**config.mk**
```make
export PLATFORM = sky130hd
export DESIGN_NAME = scan_sequencer
export DESIGN_NICKNAME = d
export VERILOG_FILES = /design/src/logic/led_matrix_pkg.sv /design/src/logic/scan_sequencer.sv
export SDC_FILE = /design/constraint.sdc
export NUM_CORES = 1
export LEC_CHECK = 0
export BUFFER_PORTS_ARGS = -buffer_cell sky130_fd_sc_hd__buf_2
export CAP_MARGIN = 20
export CORE_UTILIZATION = 48
export CTS_CLUSTER_SIZE = 28
export DETAILED_ROUTE_END_ITERATION = 6
export GPL_TIMING_DRIVEN = 1
export HOLD_SLACK_MARGIN = 0.12
export PLACE_DENSITY = 0.72
export SYNTH_ARGS = -nofsm -noshare
export SYNTH_HDL_FRONTEND = slang
export SYNTH_SLANG_ARGS = --single-unit
```
**constraint.sdc**
```tcl
create_clock -name led_clk -period 2.3 [get_ports led_clk]
set_input_delay 0.23 -clock led_clk [delete_from_list [all_inputs] [get_ports led_clk]]
set_output_delay 0.23 -clock led_clk [all_outputs]
set_load 0.02 [all_outputs]
```
**src/logic/led_matrix_pkg.sv**
```systemverilog
package led_matrix_pkg;

  // ****************************************
  // Pixel and bus widths
  // ****************************************

  // Bits per colour level, which is also the number of bit-planes
  localparam int LEVEL_W = 8;
  localparam int PLANE_W = $clog2(LEVEL_W);

  // Red in the top byte, green in the middle, blue in the low byte
  localparam int PIXEL_W = 3 * LEVEL_W;

  localparam int AXI_DATA_W = 32;

  typedef enum logic [2:0] {
    SCAN_FETCH_TOP,
    SCAN_FETCH_BOT,
    SCAN_CAPTURE,
    SCAN_SHIFT,
    SCAN_LATCH,
    SCAN_SHOW
  } scan_state_e;

  typedef enum logic [1:0] {
    OKAY   = 2'b00,
    SLVERR = 2'b10,
    DECERR = 2'b11
  } axi_resp_e;

  // Output enable length of a bit-plane, halving from the top plane down
  function automatic logic [LEVEL_W-1:0] plane_on_time(input logic [PLANE_W-1:0] plane);
    logic [LEVEL_W-1:0] len;
    if (plane == PLANE_W'(LEVEL_W - 1)) begin
      len = '1;
    end else begin
      len = LEVEL_W'(1) << (plane + 1);
    end
    return len;
  endfunction

endpackage

```
**src/logic/scan_sequencer.sv**
```systemverilog
`timescale 1ns/1ps

module scan_sequencer #(
  parameter int COL_BITS = 5,
  parameter int ROW_BITS = 3,
  localparam int WORD_W = 1 + ROW_BITS + COL_BITS
) (
  input  logic                               led_clk,
  input  logic                               rsi_reset_n,

  output logic [WORD_W-1:0]                  scan_addr,
  input  logic [led_matrix_pkg::PIXEL_W-1:0] scan_pixel,

  output logic [2:0]                         rgb0,
  output logic [2:0]                         rgb1,
  output logic                               rgb_clk,
  output logic                               rgb_stb,
  output logic                               oe_n,
  output logic [ROW_BITS-1:0]                demux
);

  import led_matrix_pkg::*;

  scan_state_e         state;
  logic                half;
  logic [COL_BITS-1:0] col;
  logic [ROW_BITS-1:0] row;
  logic [PLANE_W-1:0]  plane;
  logic [LEVEL_W-1:0]  on_cnt;
  logic [2:0]          plane_bits;

  // ****************************************
  // Memory addressing and bit-plane select
  // ****************************************

  // half picks the bottom half of the panel
  assign scan_addr = {half, row, col};

  // Current plane's bit of red, green and blue
  assign plane_bits = {scan_pixel[2*LEVEL_W + plane],
                       scan_pixel[LEVEL_W + plane],
                       scan_pixel[plane]};

  // ****************************************
  // Panel control decode
  // ****************************************

  assign rgb_clk = (state == SCAN_SHIFT);
  assign rgb_stb = (state == SCAN_LATCH);
  assign oe_n    = (state != SCAN_SHOW);
  assign demux   = row;

  // ****************************************
  // Scan FSM
  // ****************************************

  always_ff @(posedge led_clk or negedge rsi_reset_n) begin
    if (!rsi_reset_n) begin
      state  <= SCAN_FETCH_TOP;
      half   <= 1'b0;
      col    <= '0;
      row    <= '0;
      plane  <= PLANE_W'(LEVEL_W - 1);
      on_cnt <= '0;
      rgb0   <= '0;
      rgb1   <= '0;
    end else begin
      case (state)
        SCAN_FETCH_TOP: begin
          half  <= 1'b1;
          state <= SCAN_FETCH_BOT;
        end
        SCAN_FETCH_BOT: begin
          // Top pixel arrives while the bottom one is addressed
          rgb0  <= plane_bits;
          half  <= 1'b0;
          state <= SCAN_CAPTURE;
        end
        SCAN_CAPTURE: begin
          rgb1  <= plane_bits;
          col   <= col + 1'b1;
          state <= SCAN_SHIFT;
        end
        SCAN_SHIFT: begin
          // Column counter wrapped, so the whole row has been shifted in
          if (col == '0) begin
            state <= SCAN_LATCH;
          end else begin
            state <= SCAN_FETCH_TOP;
          end
        end
        SCAN_LATCH: begin
          on_cnt <= plane_on_time(plane);
          state  <= SCAN_SHOW;
        end
        SCAN_SHOW: begin
          if (on_cnt == '0) begin
            // plane wraps from 0 back to the top plane of the next row
            plane <= plane - 1'b1;
            if (plane == '0) begin
              row <= row + 1'b1;
            end
            state <= SCAN_FETCH_TOP;
          end else begin
            on_cnt <= on_cnt - 1'b1;
          end
        end
        default: begin
          state <= SCAN_FETCH_TOP;
        end
      endcase
    end
  end

endmodule

```
==> results.py <==
metrics = {
    "outcome": {
        "status": "finished clean",
    },
    "clock_network": {
        "clk_path_buf_depth": 2,
        "path_clk_slew_ns": 0.07,
        "cts_sinks": 29,
        "htreeDepth": 2,
        "cts_tree": "done",
        "clockRootBuffer": "clkbuf_8",
        "ctsResizeCount": 0,
        "post_cts.repair.setup_buffers": 0,
        "clk_latency_ns": 0.28,
        "postCtsHoldBufs": 1,
        "cts_buffers": 5,
    },
    "critical_path": {
        "cp_num_buf_inv": 0,
        "cp-startpoint": "state[0]",
        "cp_data_arrival_time_ns": 2.22,
        "max_stage_delay_ns": 0.52,
        "cp-end-kind": "flop",
        "critPathKind": "reg -> reg",
        "r2r-start": "state[0]",
        "path_delay_family": "simple AND/OR/NAND/NOR gates",
        "startpoint_type": "flop",
        "r2r_cells": 4,
        "cp.depth": 4,
        "worstPathRequired_ns": 2.46,
        "cpMaxStageDelayCell": "dfrtp_1",
        "path_cells": "and3b_1 > nand4_2 > nor3b_2 > mux2_2",
        "path_max_fanout": 10,
    },
    "logic_synthesis": {
        "synth_nets": 213,
        "yosysSeqAreaShare": 0.402,
        "async_flop_share": 1.00,
        "synth_edf_count": 0,
        "postSynthCellCount": 174,
        "yosysUniqueCellTypes": 49,
        "yosysWarnings": 0,
        "synth.avg_cell_area_sq_um": 10.4,
        "synth_seq_cells": 29,
        "synth.cell_area_sq_um": 1820,
        "synth_ff_type": "dfrtp_1",
    },
    "floorplan": {
        "die-area_sq_um": 4030,
        "ios": 47,
        "fp-row-count": 21,
        "core_sq_um": 3470,
        "initial_core_util": 0.523,
        "die_h_um": 63.5,
        "die_width_um": 63.5,
    },
    "timing": {
        "skew_ns": 0.00923,
        "setup-tns-final_ns": 0,
        "tightest_slew_ns": 0.639,
        "setup_viol": 0,
        "final.period_utilization": 0.892,
        "max_slew_margin": 0.574,
        "min_period_ns": 2.05,
        "final_hold_viol_count": 0,
        "rsz0062_at_grt": "no",
        "drv_slew": 0,
        "clock.fmax_mhz": 487,
    },
    "min_path": {
        "min_path_type": "reg -> reg",
        "hold_path_depth": 1,
        "min_from": "demux[2]",
    },
    "pwr": {
        "combPwrFrac": 0.056,
        "p_seq_frac": 0.498,
        "power.switching_mw": 0.227,
        "powerDensity_nw_per_um2": 480,
        "peakVddDrop_uv": 300,
        "swShare": 0.218,
        "p_int_mw": 0.815,
        "clockPowerShare": 0.446,
        "leakagePower_nw": 1.03,
    },
    "route": {
        "routed_via_density": 5.60,
        "drt-initial-drc-count": 63,
        "drtAntennaViolNets": 0,
        "drc_errors": 0,
        "via_count": 1494,
        "drt_pass1_iterations": 4,
        "finalWirelength_mm": 3.81,
        "wire_per_inst_um": 14.3,
    },
    "global_routing": {
        "grt_usage": 0.212,
        "grt-ovfl-total": 0,
        "grt_pass1_wl_mm": 6.52,
        "grt_start_max_net_pins": 30,
        "antenna_found_initial": 0,
        "grt_pass1_vias": 1488,
    },
    "layout": {
        "area_growth_pct": 19.6,
        "fin_area_sq_um": 2170,
        "n_antenna_cell": 0,
        "drive_above_1_share": 0.353,
        "fin_nets": 259,
    },
    "placement": {
        "place_congestion": 0.967,
        "numPortBuffers": 46,
        "dp_hpwl_mm": 2.97,
        "place_area_sq_um": 2060,
    },
    "job": {
        "cap_violations": 0,
    },
}
[layout by cell type, fill, tap and decap left out, types with 2 or more instances in the layout]
cell type / synthesis / layout
a21o_1: 3 / 3
a21oi_1: 10 / 10
a32oi_1: 2 / 2
and2_1: 3 / 3
buf_2: 2 / 46
buf_4: 5 / 4
clkbuf_8: 0 / 7
dfrtp_1: 26 / 26
dfstp_2: 3 / 3
ha_1: 13 / 13
inv_1: 7 / 7
mux2i_1: 3 / 3
mux4_2: 6 / 6
nand2_1: 12 / 12
nand2b_1: 3 / 3
nand3_1: 6 / 6
nand4_1: 2 / 2
nor2_1: 16 / 16
nor3_1: 3 / 3
nor4b_1: 2 / 2
o21ai_0: 6 / 6
o22a_1: 2 / 2
or2_2: 2 / 2
xnor2_1: 7 / 7
xor2_1: 2 / 2
[power groups by stage]
stage	Combinational, mW	Sequential, mW	Clock [mW]
CTS	0.0605	0.519	0.474
global route	0.0652	0.519	0.499
detailed placement	0.0592	0.528	0
floorplan	0.0134	0.535	0
global placement	0.0568	0.527	0
finish	0.0586	0.519	0.465
[final timing paths]
check	endpoint	slack [ns]
hold / removal	demux[2]	0.48
hold reg to reg	demux[2]	0.48
min in group asynchronous	on_cnt[2]	0.50
max in group asynchronous	demux[1]	1.37
setup / recovery	demux[1]	0.25
setup reg to reg	demux[1]	0.25
[synthesized netlist by cell type (2+ instances only)]
master	number	area [sq um]
nand3_1	6	30.0
nor3_1	3	15.0
nand2b_1	3	18.8
a21o_1	3	22.5
inv_1	7	26.3
buf_2	2	10.0
dfstp_2	3	78.8
buf_4	5	37.5
nand2_1	12	45.0
nand4_1	2	12.5
mux4_2	6	135
a32oi_1	2	17.5
mux2i_1	3	30.0
ha_1	13	163
or2_2	2	12.5
xor2_1	2	17.5
and2_1	3	18.8
o21ai_0	6	30.0
o22a_1	2	17.5
clkbuf_1	4	15.0
nor4b_1	2	17.5
nor2_1	16	60.1
a21oi_1	10	50.1
xnor2_1	7	61.3
dfrtp_1	26	651
[final cells by class]
class	instances	area (sq um)
multi-input cells	125	977
repair buffers	51	270
inverters	8	35.0
fillers	324	1300
clock inverters	1	5.00
flip-flops and latches	29	729
well taps	46	57.6
clock buffers	7	96.3
[state kept, by name (all words and copies together) (netlist names)]
signal,count
half,1
demux,3
on_cnt,8
plane,3
rgb1,3
col,5
rgb0,3
state,3
[cell families after synthesis]
| kind of cell | share of synthesized area |
|---|---|
| and+or+nand+nor | 0.172 |
| xor gates and xnor gates | 0.0434 |
| AOI/OAI and AO/OA | 0.136 |
| muxes | 0.0972 |
| buffers and inverters | 0.0600 |
| DFF | 0.402 |
| adders and majority gates | 0.0896 |
[metal layers]
| layer | vias up | track usage | wire, um |
|---|---|---|---|
| li1 | 711 | - | - |
| met1 | 717 | 0.266 | 1660 |
| met2 | 61 | 0.340 | 1850 |
| met3 | 5 | 0.0543 | 237 |
| met4 | 0 | 0.0966 | 60 |
| met5 | - | 0 | 0 |
[per-stage QoR]
step           power [mW]  utilization  hold WS, ns  instances  setup slack (ns)
2_1_floorplan       0.548            -      -0.0656        174             0.508
3_3_place_gp        0.584        0.594        0.277        258             0.385
3_5_place_dp        0.587        0.594        0.295        258             0.313
4_1_cts              1.05        0.626        0.492        267             0.288
5_1_grt              1.08        0.626        0.500        267             0.122
6_report             1.04        0.626        0.483        267             0.248
Power figures use the tool's default switching activity.
