`config.mk`:
```
export PLATFORM = sky130hd
export DESIGN_NAME = axil_frame_port
export DESIGN_NICKNAME = d
export VERILOG_FILES = /design/src/logic/led_matrix_pkg.sv /design/src/logic/axil_frame_port.sv
export SDC_FILE = /design/constraint.sdc
export NUM_CORES = 1
export LEC_CHECK = 0
export BUFFER_PORTS_ARGS = -buffer_cell sky130_fd_sc_hd__buf_2
export CORE_MARGIN = 10
export CORE_UTILIZATION = 37
export CTS_CLUSTER_DIAMETER = 30
export DETAILED_ROUTE_END_ITERATION = 8
export GPL_ROUTABILITY_DRIVEN = 0
export GPL_TIMING_DRIVEN = 0
export PLACE_DENSITY = 0.95
export SYNTH_ARGS = -nofsm -noshare
export SYNTH_HDL_FRONTEND = slang
export SYNTH_SLANG_ARGS = --single-unit
```
`constraint.sdc`:
```
create_clock -name led_clk -period 3.5 [get_ports led_clk]
set_clock_uncertainty 0.15 [all_clocks]
set_input_delay 0.525 -clock led_clk [delete_from_list [all_inputs] [get_ports led_clk]]
set_output_delay 0.525 -clock led_clk [all_outputs]
set_load 0.01 [all_outputs]
```
`src/logic/led_matrix_pkg.sv`:
```
package led_matrix_pkg;

  // ****************************************
  // Pixel and bus widths
  // ****************************************

  // Bits per colour level, which is also the number of bit-planes
  localparam int LEVEL_W = 8;
  localparam int PLANE_W = $clog2(LEVEL_W);

  // Red in the top byte, green in the middle, blue in the low byte
  localparam int PIXEL_W = 3 * LEVEL_W;

  localparam int AXI_DATA_W = 32;

  typedef enum logic [2:0] {
    SCAN_FETCH_TOP,
    SCAN_FETCH_BOT,
    SCAN_CAPTURE,
    SCAN_SHIFT,
    SCAN_LATCH,
    SCAN_SHOW
  } scan_state_e;

  typedef enum logic [1:0] {
    OKAY   = 2'b00,
    SLVERR = 2'b10,
    DECERR = 2'b11
  } axi_resp_e;

  // Output enable length of a bit-plane, halving from the top plane down
  function automatic logic [LEVEL_W-1:0] plane_on_time(input logic [PLANE_W-1:0] plane);
    logic [LEVEL_W-1:0] len;
    if (plane == PLANE_W'(LEVEL_W - 1)) begin
      len = '1;
    end else begin
      len = LEVEL_W'(1) << (plane + 1);
    end
    return len;
  endfunction

endpackage

```
`src/logic/axil_frame_port.sv`:
```
`timescale 1ns/1ps

module axil_frame_port #(
  parameter int COL_BITS = 5,
  parameter int ROW_BITS = 3,
  localparam int ADDR_W = COL_BITS + ROW_BITS + 3,
  localparam int WORD_W = COL_BITS + ROW_BITS + 1,
  localparam int LANES = led_matrix_pkg::PIXEL_W / led_matrix_pkg::LEVEL_W
) (
  input  logic                                    led_clk,
  input  logic                                    rsi_reset_n,

  input  logic [ADDR_W-1:0]                       awaddr,
  input  logic                                    awvalid,
  output logic                                    awready,

  input  logic [led_matrix_pkg::AXI_DATA_W-1:0]   wdata,
  input  logic [led_matrix_pkg::AXI_DATA_W/8-1:0] wstrb,
  input  logic                                    wvalid,
  output logic                                    wready,

  output logic [1:0]                              bresp,
  output logic                                    bvalid,
  input  logic                                    bready,

  input  logic [ADDR_W-1:0]                       araddr,
  input  logic                                    arvalid,
  output logic                                    arready,

  output logic [led_matrix_pkg::AXI_DATA_W-1:0]   rdata,
  output logic [1:0]                              rresp,
  output logic                                    rvalid,
  input  logic                                    rready,

  output logic [WORD_W-1:0]                       host_addr,
  output logic [led_matrix_pkg::PIXEL_W-1:0]      host_wdata,
  output logic [LANES-1:0]                        host_be,
  output logic                                    host_we,
  input  logic [led_matrix_pkg::PIXEL_W-1:0]      host_rdata
);

  import led_matrix_pkg::*;

  logic              wr_accept;
  logic              rd_accept;
  logic              rd_issue;
  logic              rd_wait;
  logic [WORD_W-1:0] rd_addr;

  // ****************************************
  // Write channels
  // ****************************************

  // Address and data are taken together, and only while no response waits.
  // A write also holds off for the one cycle in which the shared port reads
  assign wr_accept = awvalid && wvalid && !bvalid && !rd_issue;
  assign awready   = wr_accept;
  assign wready    = wr_accept;

  assign host_we    = wr_accept;
  assign host_wdata = wdata[PIXEL_W-1:0];
  // The fourth byte lane has no storage behind it
  assign host_be    = wstrb[LANES-1:0];

  // Every address in the window is a pixel, so no error response exists
  assign bresp = OKAY;
  assign rresp = OKAY;

  always_ff @(posedge led_clk or negedge rsi_reset_n) begin
    if (!rsi_reset_n) begin
      bvalid <= 1'b0;
    end else if (wr_accept) begin
      bvalid <= 1'b1;
    end else if (bready) begin
      bvalid <= 1'b0;
    end
  end

  // ****************************************
  // Read channels
  // ****************************************

  assign arready   = !(rd_issue || rd_wait || rvalid);
  assign rd_accept = arvalid && arready;

  // Byte offset bits are dropped to form the word address
  assign host_addr = rd_issue ? rd_addr : awaddr[ADDR_W-1:2];

  // rd_issue marks the cycle the memory is addressed, rd_wait the cycle its data returns
  always_ff @(posedge led_clk or negedge rsi_reset_n) begin
    if (!rsi_reset_n) begin
      rd_issue <= 1'b0;
      rd_wait  <= 1'b0;
      rvalid   <= 1'b0;
    end else begin
      rd_issue <= rd_accept;
      rd_wait  <= rd_issue;
      if (rd_wait) begin
        rvalid <= 1'b1;
      end else if (rready) begin
        rvalid <= 1'b0;
      end
    end
  end

  always_ff @(posedge led_clk) begin
    if (rd_accept) begin
      rd_addr <= araddr[ADDR_W-1:2];
    end
    if (rd_wait) begin
      rdata <= {{(AXI_DATA_W - PIXEL_W){1'b0}}, host_rdata};
    end
  end

endmodule

```
==> flow_metrics.tcl, run 1 <==
set metrics [dict create \
    status "completed" \
    synth.largest_area_cell "edfxtp_1" \
    synth_compound_area_share_pct 0.955 \
    finalNetCount 318 \
    port_buffers 114 \
    wl_met1_um 1470 \
    syn_to_final_growth_pct 50.5 \
    grt_use_total_pct 11.4 \
    min_period_ps 2220 \
    postSynthCellCount 96 \
    wl_met3_um 571 \
    start_kind "register" \
    drtAntennaViolNets 0 \
    fmax_ghz 0.450 \
    power_density_nw_per_um2 588 \
    io_pins 167 \
    slew_violations 0 \
    viasPerCell 4.03 \
    worstSetupPathType "register to primary output" \
    hold_path.class "input pin to register" \
    drt_pass1_iterations 4 \
    grt-ovfl-total 0 \
    synth_cell_types 11 \
    post_synth_fa_ha_maj_area_fraction_pct 0 \
    syn_area_sq_um 1570 \
    die_w_um 85.2 \
    cp_cell_sequence "nor3_4, buf_2" \
    synth_top_area_share_pct 63.0 \
    cts_tree "done" \
    reg2reg_slack_ps 1490 \
    p_leak_uw 0.00119 \
    drive_gt1_share_pct 75.7 \
    cp_max_fo 26 \
    cts_max_level 2 \
    cts_resized 0 \
    cp-end-kind "primary output" \
    num_rows 23 \
    syn_area_per_cell_sq_um 16.4 \
    rsz0062_at_grt "false" \
    grt_pass1_vias 1351 \
    muxShareOfSynthArea_pct 6.44 \
    hold_viol_final 0 \
    clockBufferDepth 2 \
    required_ps 2820 \
    num-fill-cells 341 \
    cpPeakStageDelay_ps 1020 \
    die_area_sq_um 7260 \
    grt_pass1_wl_um 6710 \
    drc 0 \
    antenna_found_initial 0 \
    tns_ps 0 \
    critPathSlowestCell "dfrtp_1" \
    fin_ws_ps 1280 \
    core_area_sq_um 4060 \
    cts_buffers 5 \
    slew-limit-headroom_pct 30.8 \
    worst_pin_slew_ps 1040 \
    synth_top_family_by_area "buffers and inverters" \
    dp_slack_ps 1440 \
    ys_ff_latch 37 \
    yosysWarnings 0 \
    met2_length_um 2320 \
    arrival_ps 1550 \
    setup_viol 0 \
    die_y_um 85.2 \
    clk_latency_ps 270 \
    peakVddDrop_v 0.000328 \
    fin_crit_sh_pct 63.5 \
    initial_core_util_pct 38.8 \
    synthSimpleGateAreaFrac_pct 2.23 \
    top_layer "met4" \
    synth_xor_area_share_pct 0 \
    wire_per_inst_um 15.7 \
    wirelength_um 4390 \
    num_vias 1128 \
    root_buffer "clkbuf_8" \
    grt_max_degree 27 \
    drt_first_iter_violations 27 \
    diodes 0 \
    cts_sinks 37 \
    clkTransAtPathRegs_ps 70 \
    yosysSeqAreaShare_pct 69.4 \
    hpwl_um 3870 \
    synthTopCellsByArea "edfxtp_1 (63%), buf_4 (20%), mux2_2 (6.4%)" \
    maxCapViolCount 0 \
]
[power breakdown]
group / leakage (uW) / total [uW] / switching [uW] / internal, uW
registers: 0.000359 / 678 / 68.2 / 610
clock network: 0.0000518 / 348 / 138 / 209
logic: 0.000780 / 365 / 179 / 186
total: 0.00119 / 1390 / 385 / 1010
[worst max-delay path, delay by kind of cell (launching register included)]
kind	cells	cell delay [ps]
flops	1	1020
buf+inv	1	180
simple gates	1	70
[through the flow]
stage	instances	hold WS [ps]	utilization [%]	power, uW	instance area (sq um)
6_report	280	266	58.3	1390	2370
5_1_grt	280	242	58.3	1480	2370
4_1_cts	280	251	58.3	1420	2370
3_5_place_dp	271	189	55.4	1060	2250
3_3_place_gp	271	187	55.4	1050	2250
2_1_floorplan	107	79.4	-	882	1610
[kinds of logic after synthesis]
kind of cell           Yosys count
buffers and inverters           44
flip-flops                      37
multiplexers                     9
AND/OR/NAND/NOR                  3
AO/OA/AOI/OAI                    2
other                            1
[what timing repair did]
| item | in CTS | in global routing |
|---|---|---|
| hold buffers | 1 | 0 |
| endpoints found under the hold margin | 4 | 0 |
| setup endpoints to repair | 0 | 0 |
| buffers inserted | 0 | 0 |
[sequential cells by signal, summed over array words and instances (netlist names)]
register / flops
rdata: 24
rd_addr: 9
bvalid: 1
rd_issue: 1
rd_wait: 1
rvalid: 1
[layer usage]
| layer | track usage, % | vias to the layer above |
|---|---|---|
| li1 | - | 546 |
| met1 | 10.9 | 500 |
| met2 | 20.0 | 80 |
| met3 | 7.27 | 2 |
| met4 | 2.69 | 0 |
| met5 | 0 | - |
[Yosys cell counts]
cell type,n
buf_4,41
edfxtp_1,33
mux2_2,9
dfrtp_1,4
a21o_1,2
inv_1,2
and2_1,1
and4bb_2,1
buf_6,1
conb_1,1
nor3_4,1
[area by class of cell]
class	instances	area, sq um	area share [%]
clock buffers	5	68.8	2.91
inverters	2	7.51	0.317
clock inverters	3	41.3	1.74
repair buffers	115	581	24.5
plain buffers	42	319	13.5
multi-input cells	26	196	8.30
flip-flops and latches	37	1090	46.1
well taps	50	62.6	2.64
[path summary, 6_finish.rpt]
path,startpoint,to,cells past startpoint
max in group asynchronous,rsi_reset_n,bvalid,2
max reg2reg,rd_wait,rd_addr[4],2
min,host_rdata[3],rdata[3],1
max,rd_wait,arready,2
min reg2reg,rd_issue,rd_wait,0
min in group asynchronous,rsi_reset_n,rvalid,2
[cell usage in the layout (no fill, tap or decap), types with 2 or more instances in the layout]
master,count
mux2_2,9
clkbuf_8,5
dfrtp_1,4
edfxtp_1,33
a21o_1,2
conb_1,12
buf_2,114
buf_4,41
inv_1,2
No activity file was read; power rests on OpenSTA's default activity.
==> inputs of run 2 (changes only) <==
--- a/config.mk
+++ b/config.mk
@@ -7,12 +7,12 @@
 export LEC_CHECK = 0
 export BUFFER_PORTS_ARGS = -buffer_cell sky130_fd_sc_hd__buf_2
 export CORE_MARGIN = 10
-export CORE_UTILIZATION = 37
+export CORE_UTILIZATION = 34
 export CTS_CLUSTER_DIAMETER = 30
 export DETAILED_ROUTE_END_ITERATION = 8
 export GPL_ROUTABILITY_DRIVEN = 0
 export GPL_TIMING_DRIVEN = 0
-export PLACE_DENSITY = 0.95
+export PLACE_DENSITY = 0.89
 export SYNTH_ARGS = -nofsm -noshare
 export SYNTH_HDL_FRONTEND = slang
 export SYNTH_SLANG_ARGS = --single-unit
==> constraint.sdc (replaced) <==
create_clock -name led_clk -period 2.25 [get_ports led_clk]
set_clock_uncertainty 0.15 [all_clocks]
set_input_delay 0.3375 -clock led_clk [delete_from_list [all_inputs] [get_ports led_clk]]
set_output_delay 0.3375 -clock led_clk [all_outputs]
set_load 0.01 [all_outputs]
==> flow_metrics.tcl, run 2 (synthesis results as in run 1) <==
set metrics [dict create \
    rsz0062_at_grt "false" \
    wire_per_inst_um 15.9 \
    die_y_um 88.0 \
    cts_max_level 2 \
    start_kind "register" \
    grt_use_total_pct 10.8 \
    syn_to_final_growth_pct 50.7 \
    num_rows 24 \
    holdPathEnd "rd_addr[0]" \
    root_buffer "clkbuf_8" \
    top_layer "met4" \
    grt-ovfl-total 0 \
    maxCapViolCount 0 \
    slew_violations 0 \
    postCtsSetupBuffers 0 \
    viasPerCell 4.04 \
    cts_tree "done" \
    hold-path-cell-count 1 \
    cp_cell_sequence "nor3_4, buf_2" \
    fmax_ghz 0.491 \
    final_cell_mix "buf_2 (114), buf_4 (41), edfxtp_1 (33)" \
    drtAntennaViolNets 0 \
    hold_viol_final 0 \
    r2r-end "rd_addr[8]" \
    peakVddDrop_v 0.000419 \
    final_common_cell "buf_2" \
    drt_first_iter_violations 32 \
    r2r_start "rd_wait" \
    grt_pass1_vias 1249 \
    clk_latency_ps 280 \
    largest_registers "rdata: 24 flops, rd_addr: 9 flops" \
    arrival_ps 1550 \
    cp_num_cells 2 \
    p_leak_uw 0.00119 \
    diodes 0 \
    ff2ff_path_depth 2 \
    grt_max_degree 27 \
    worstSetupPathType "register to primary output" \
    cts_buffers 5 \
    cp_max_fo 26 \
    largest_reg_flops 24 \
    drc 0 \
    drive_gt1_share_pct 75.7 \
    num_vias 1140 \
    largest_register "rdata" \
    path_delay_family "flip-flops" \
    hpwl_um 3930 \
    cp_num_buf_inv 1 \
    hold_path.class "input pin to register" \
    drt_pass1_iterations 4 \
    critPathSlowestCell "dfrtp_1" \
    die_w_um 88.0 \
    hold_path_startpoint "araddr[2]" \
    setup_viol 0 \
    antenna_found_initial 0 \
    io_pins 167 \
    wirelength_um 4480 \
    tns_ps 0 \
    status "completed" \
    core_area_sq_um 4410 \
    power_density_nw_per_um2 917 \
    reg2reg_slack_ps 220 \
    hold_buffers 1 \
    grt_pass1_wl_um 6450 \
    cp-end-kind "primary output" \
    utilization_pct 53.7 \
    port_buffers 114 \
    min_period_ps 2040 \
    cts_sinks 37 \
    wl_met1_um 1390 \
    required_ps 1760 \
    cpPeakStageDelay_ps 1040 \
    cts_resized 0 \
    clkTransAtPathRegs_ps 70 \
    fin_crit_sh_pct 90.5 \
    clockBufferDepth 2 \
    worst_pin_slew_ps 1050 \
    initial_core_util_pct 35.6 \
    wl_met3_um 677 \
    die_area_sq_um 7750 \
    slew-limit-headroom_pct 30.2 \
    met2_length_um 2390 \
    finalNetCount 318 \
]
-- run 2: worst max path at each step --
| stage | start | end |
|---|---|---|
| 2_1_floorplan | rd_wait | rd_addr[0] |
| 3_3_place_gp | rd_wait | rd_addr[5] |
| 3_5_place_dp | rd_wait | rd_addr[4] |
| 4_1_cts | rd_wait | arready |
| 5_1_grt | rd_wait | rd_addr[8] |
| 6_report | rd_wait | arready |
-- run 2: worst reg2reg max path, cell delays in order (launching register included) --
cell and delay, ps:
dfrtp_1 770, nor3_4 310, and2_1 450
-- run 2: per-stage QoR --
| stage | area (sq um) | std cells | worst slack [ps] | power, uW | hold WS, ps |
|---|---|---|---|---|---|
| 6_report | 2370 | 282 | 214 | 2170 | 75.9 |
| 5_1_grt | 2370 | 282 | 50.6 | 2300 | 58.1 |
| 4_1_cts | 2370 | 282 | 167 | 2210 | 66.0 |
| 3_5_place_dp | 2250 | 273 | 178 | 1660 | -3.79 |
| 2_1_floorplan | 1610 | 107 | 427 | 1370 | -108 |
| 3_3_place_gp | 2250 | 273 | 205 | 1640 | -5.83 |
-- run 2: layout make-up --
cell class	instances	area [sq um]
Clock inverter	3	41.3
Fill cell	385	2040
Inverter	2	7.51
Clock buffer	5	68.8
Sequential cell	37	1090
Tap cell	52	65.1
Multi-Input combinational cell	26	196
Buffer	42	319
Timing Repair Buffer	115	581
-- run 2: power by group --
part | total, uW | switching (uW) | internal [uW] | leakage, uW
Clock | 549 | 223 | 326 | 0.0000518
Combinational | 568 | 278 | 290 | 0.000780
Sequential | 1060 | 106 | 949 | 0.000359
Total | 2170 | 608 | 1560 | 0.00119
-- run 2: per-layer routing --
metal	global-route usage, %	vias to the layer above
met5	0	-
met4	2.57	0
met3	6.96	5
met2	19.8	85
met1	9.57	506
li1	-	544
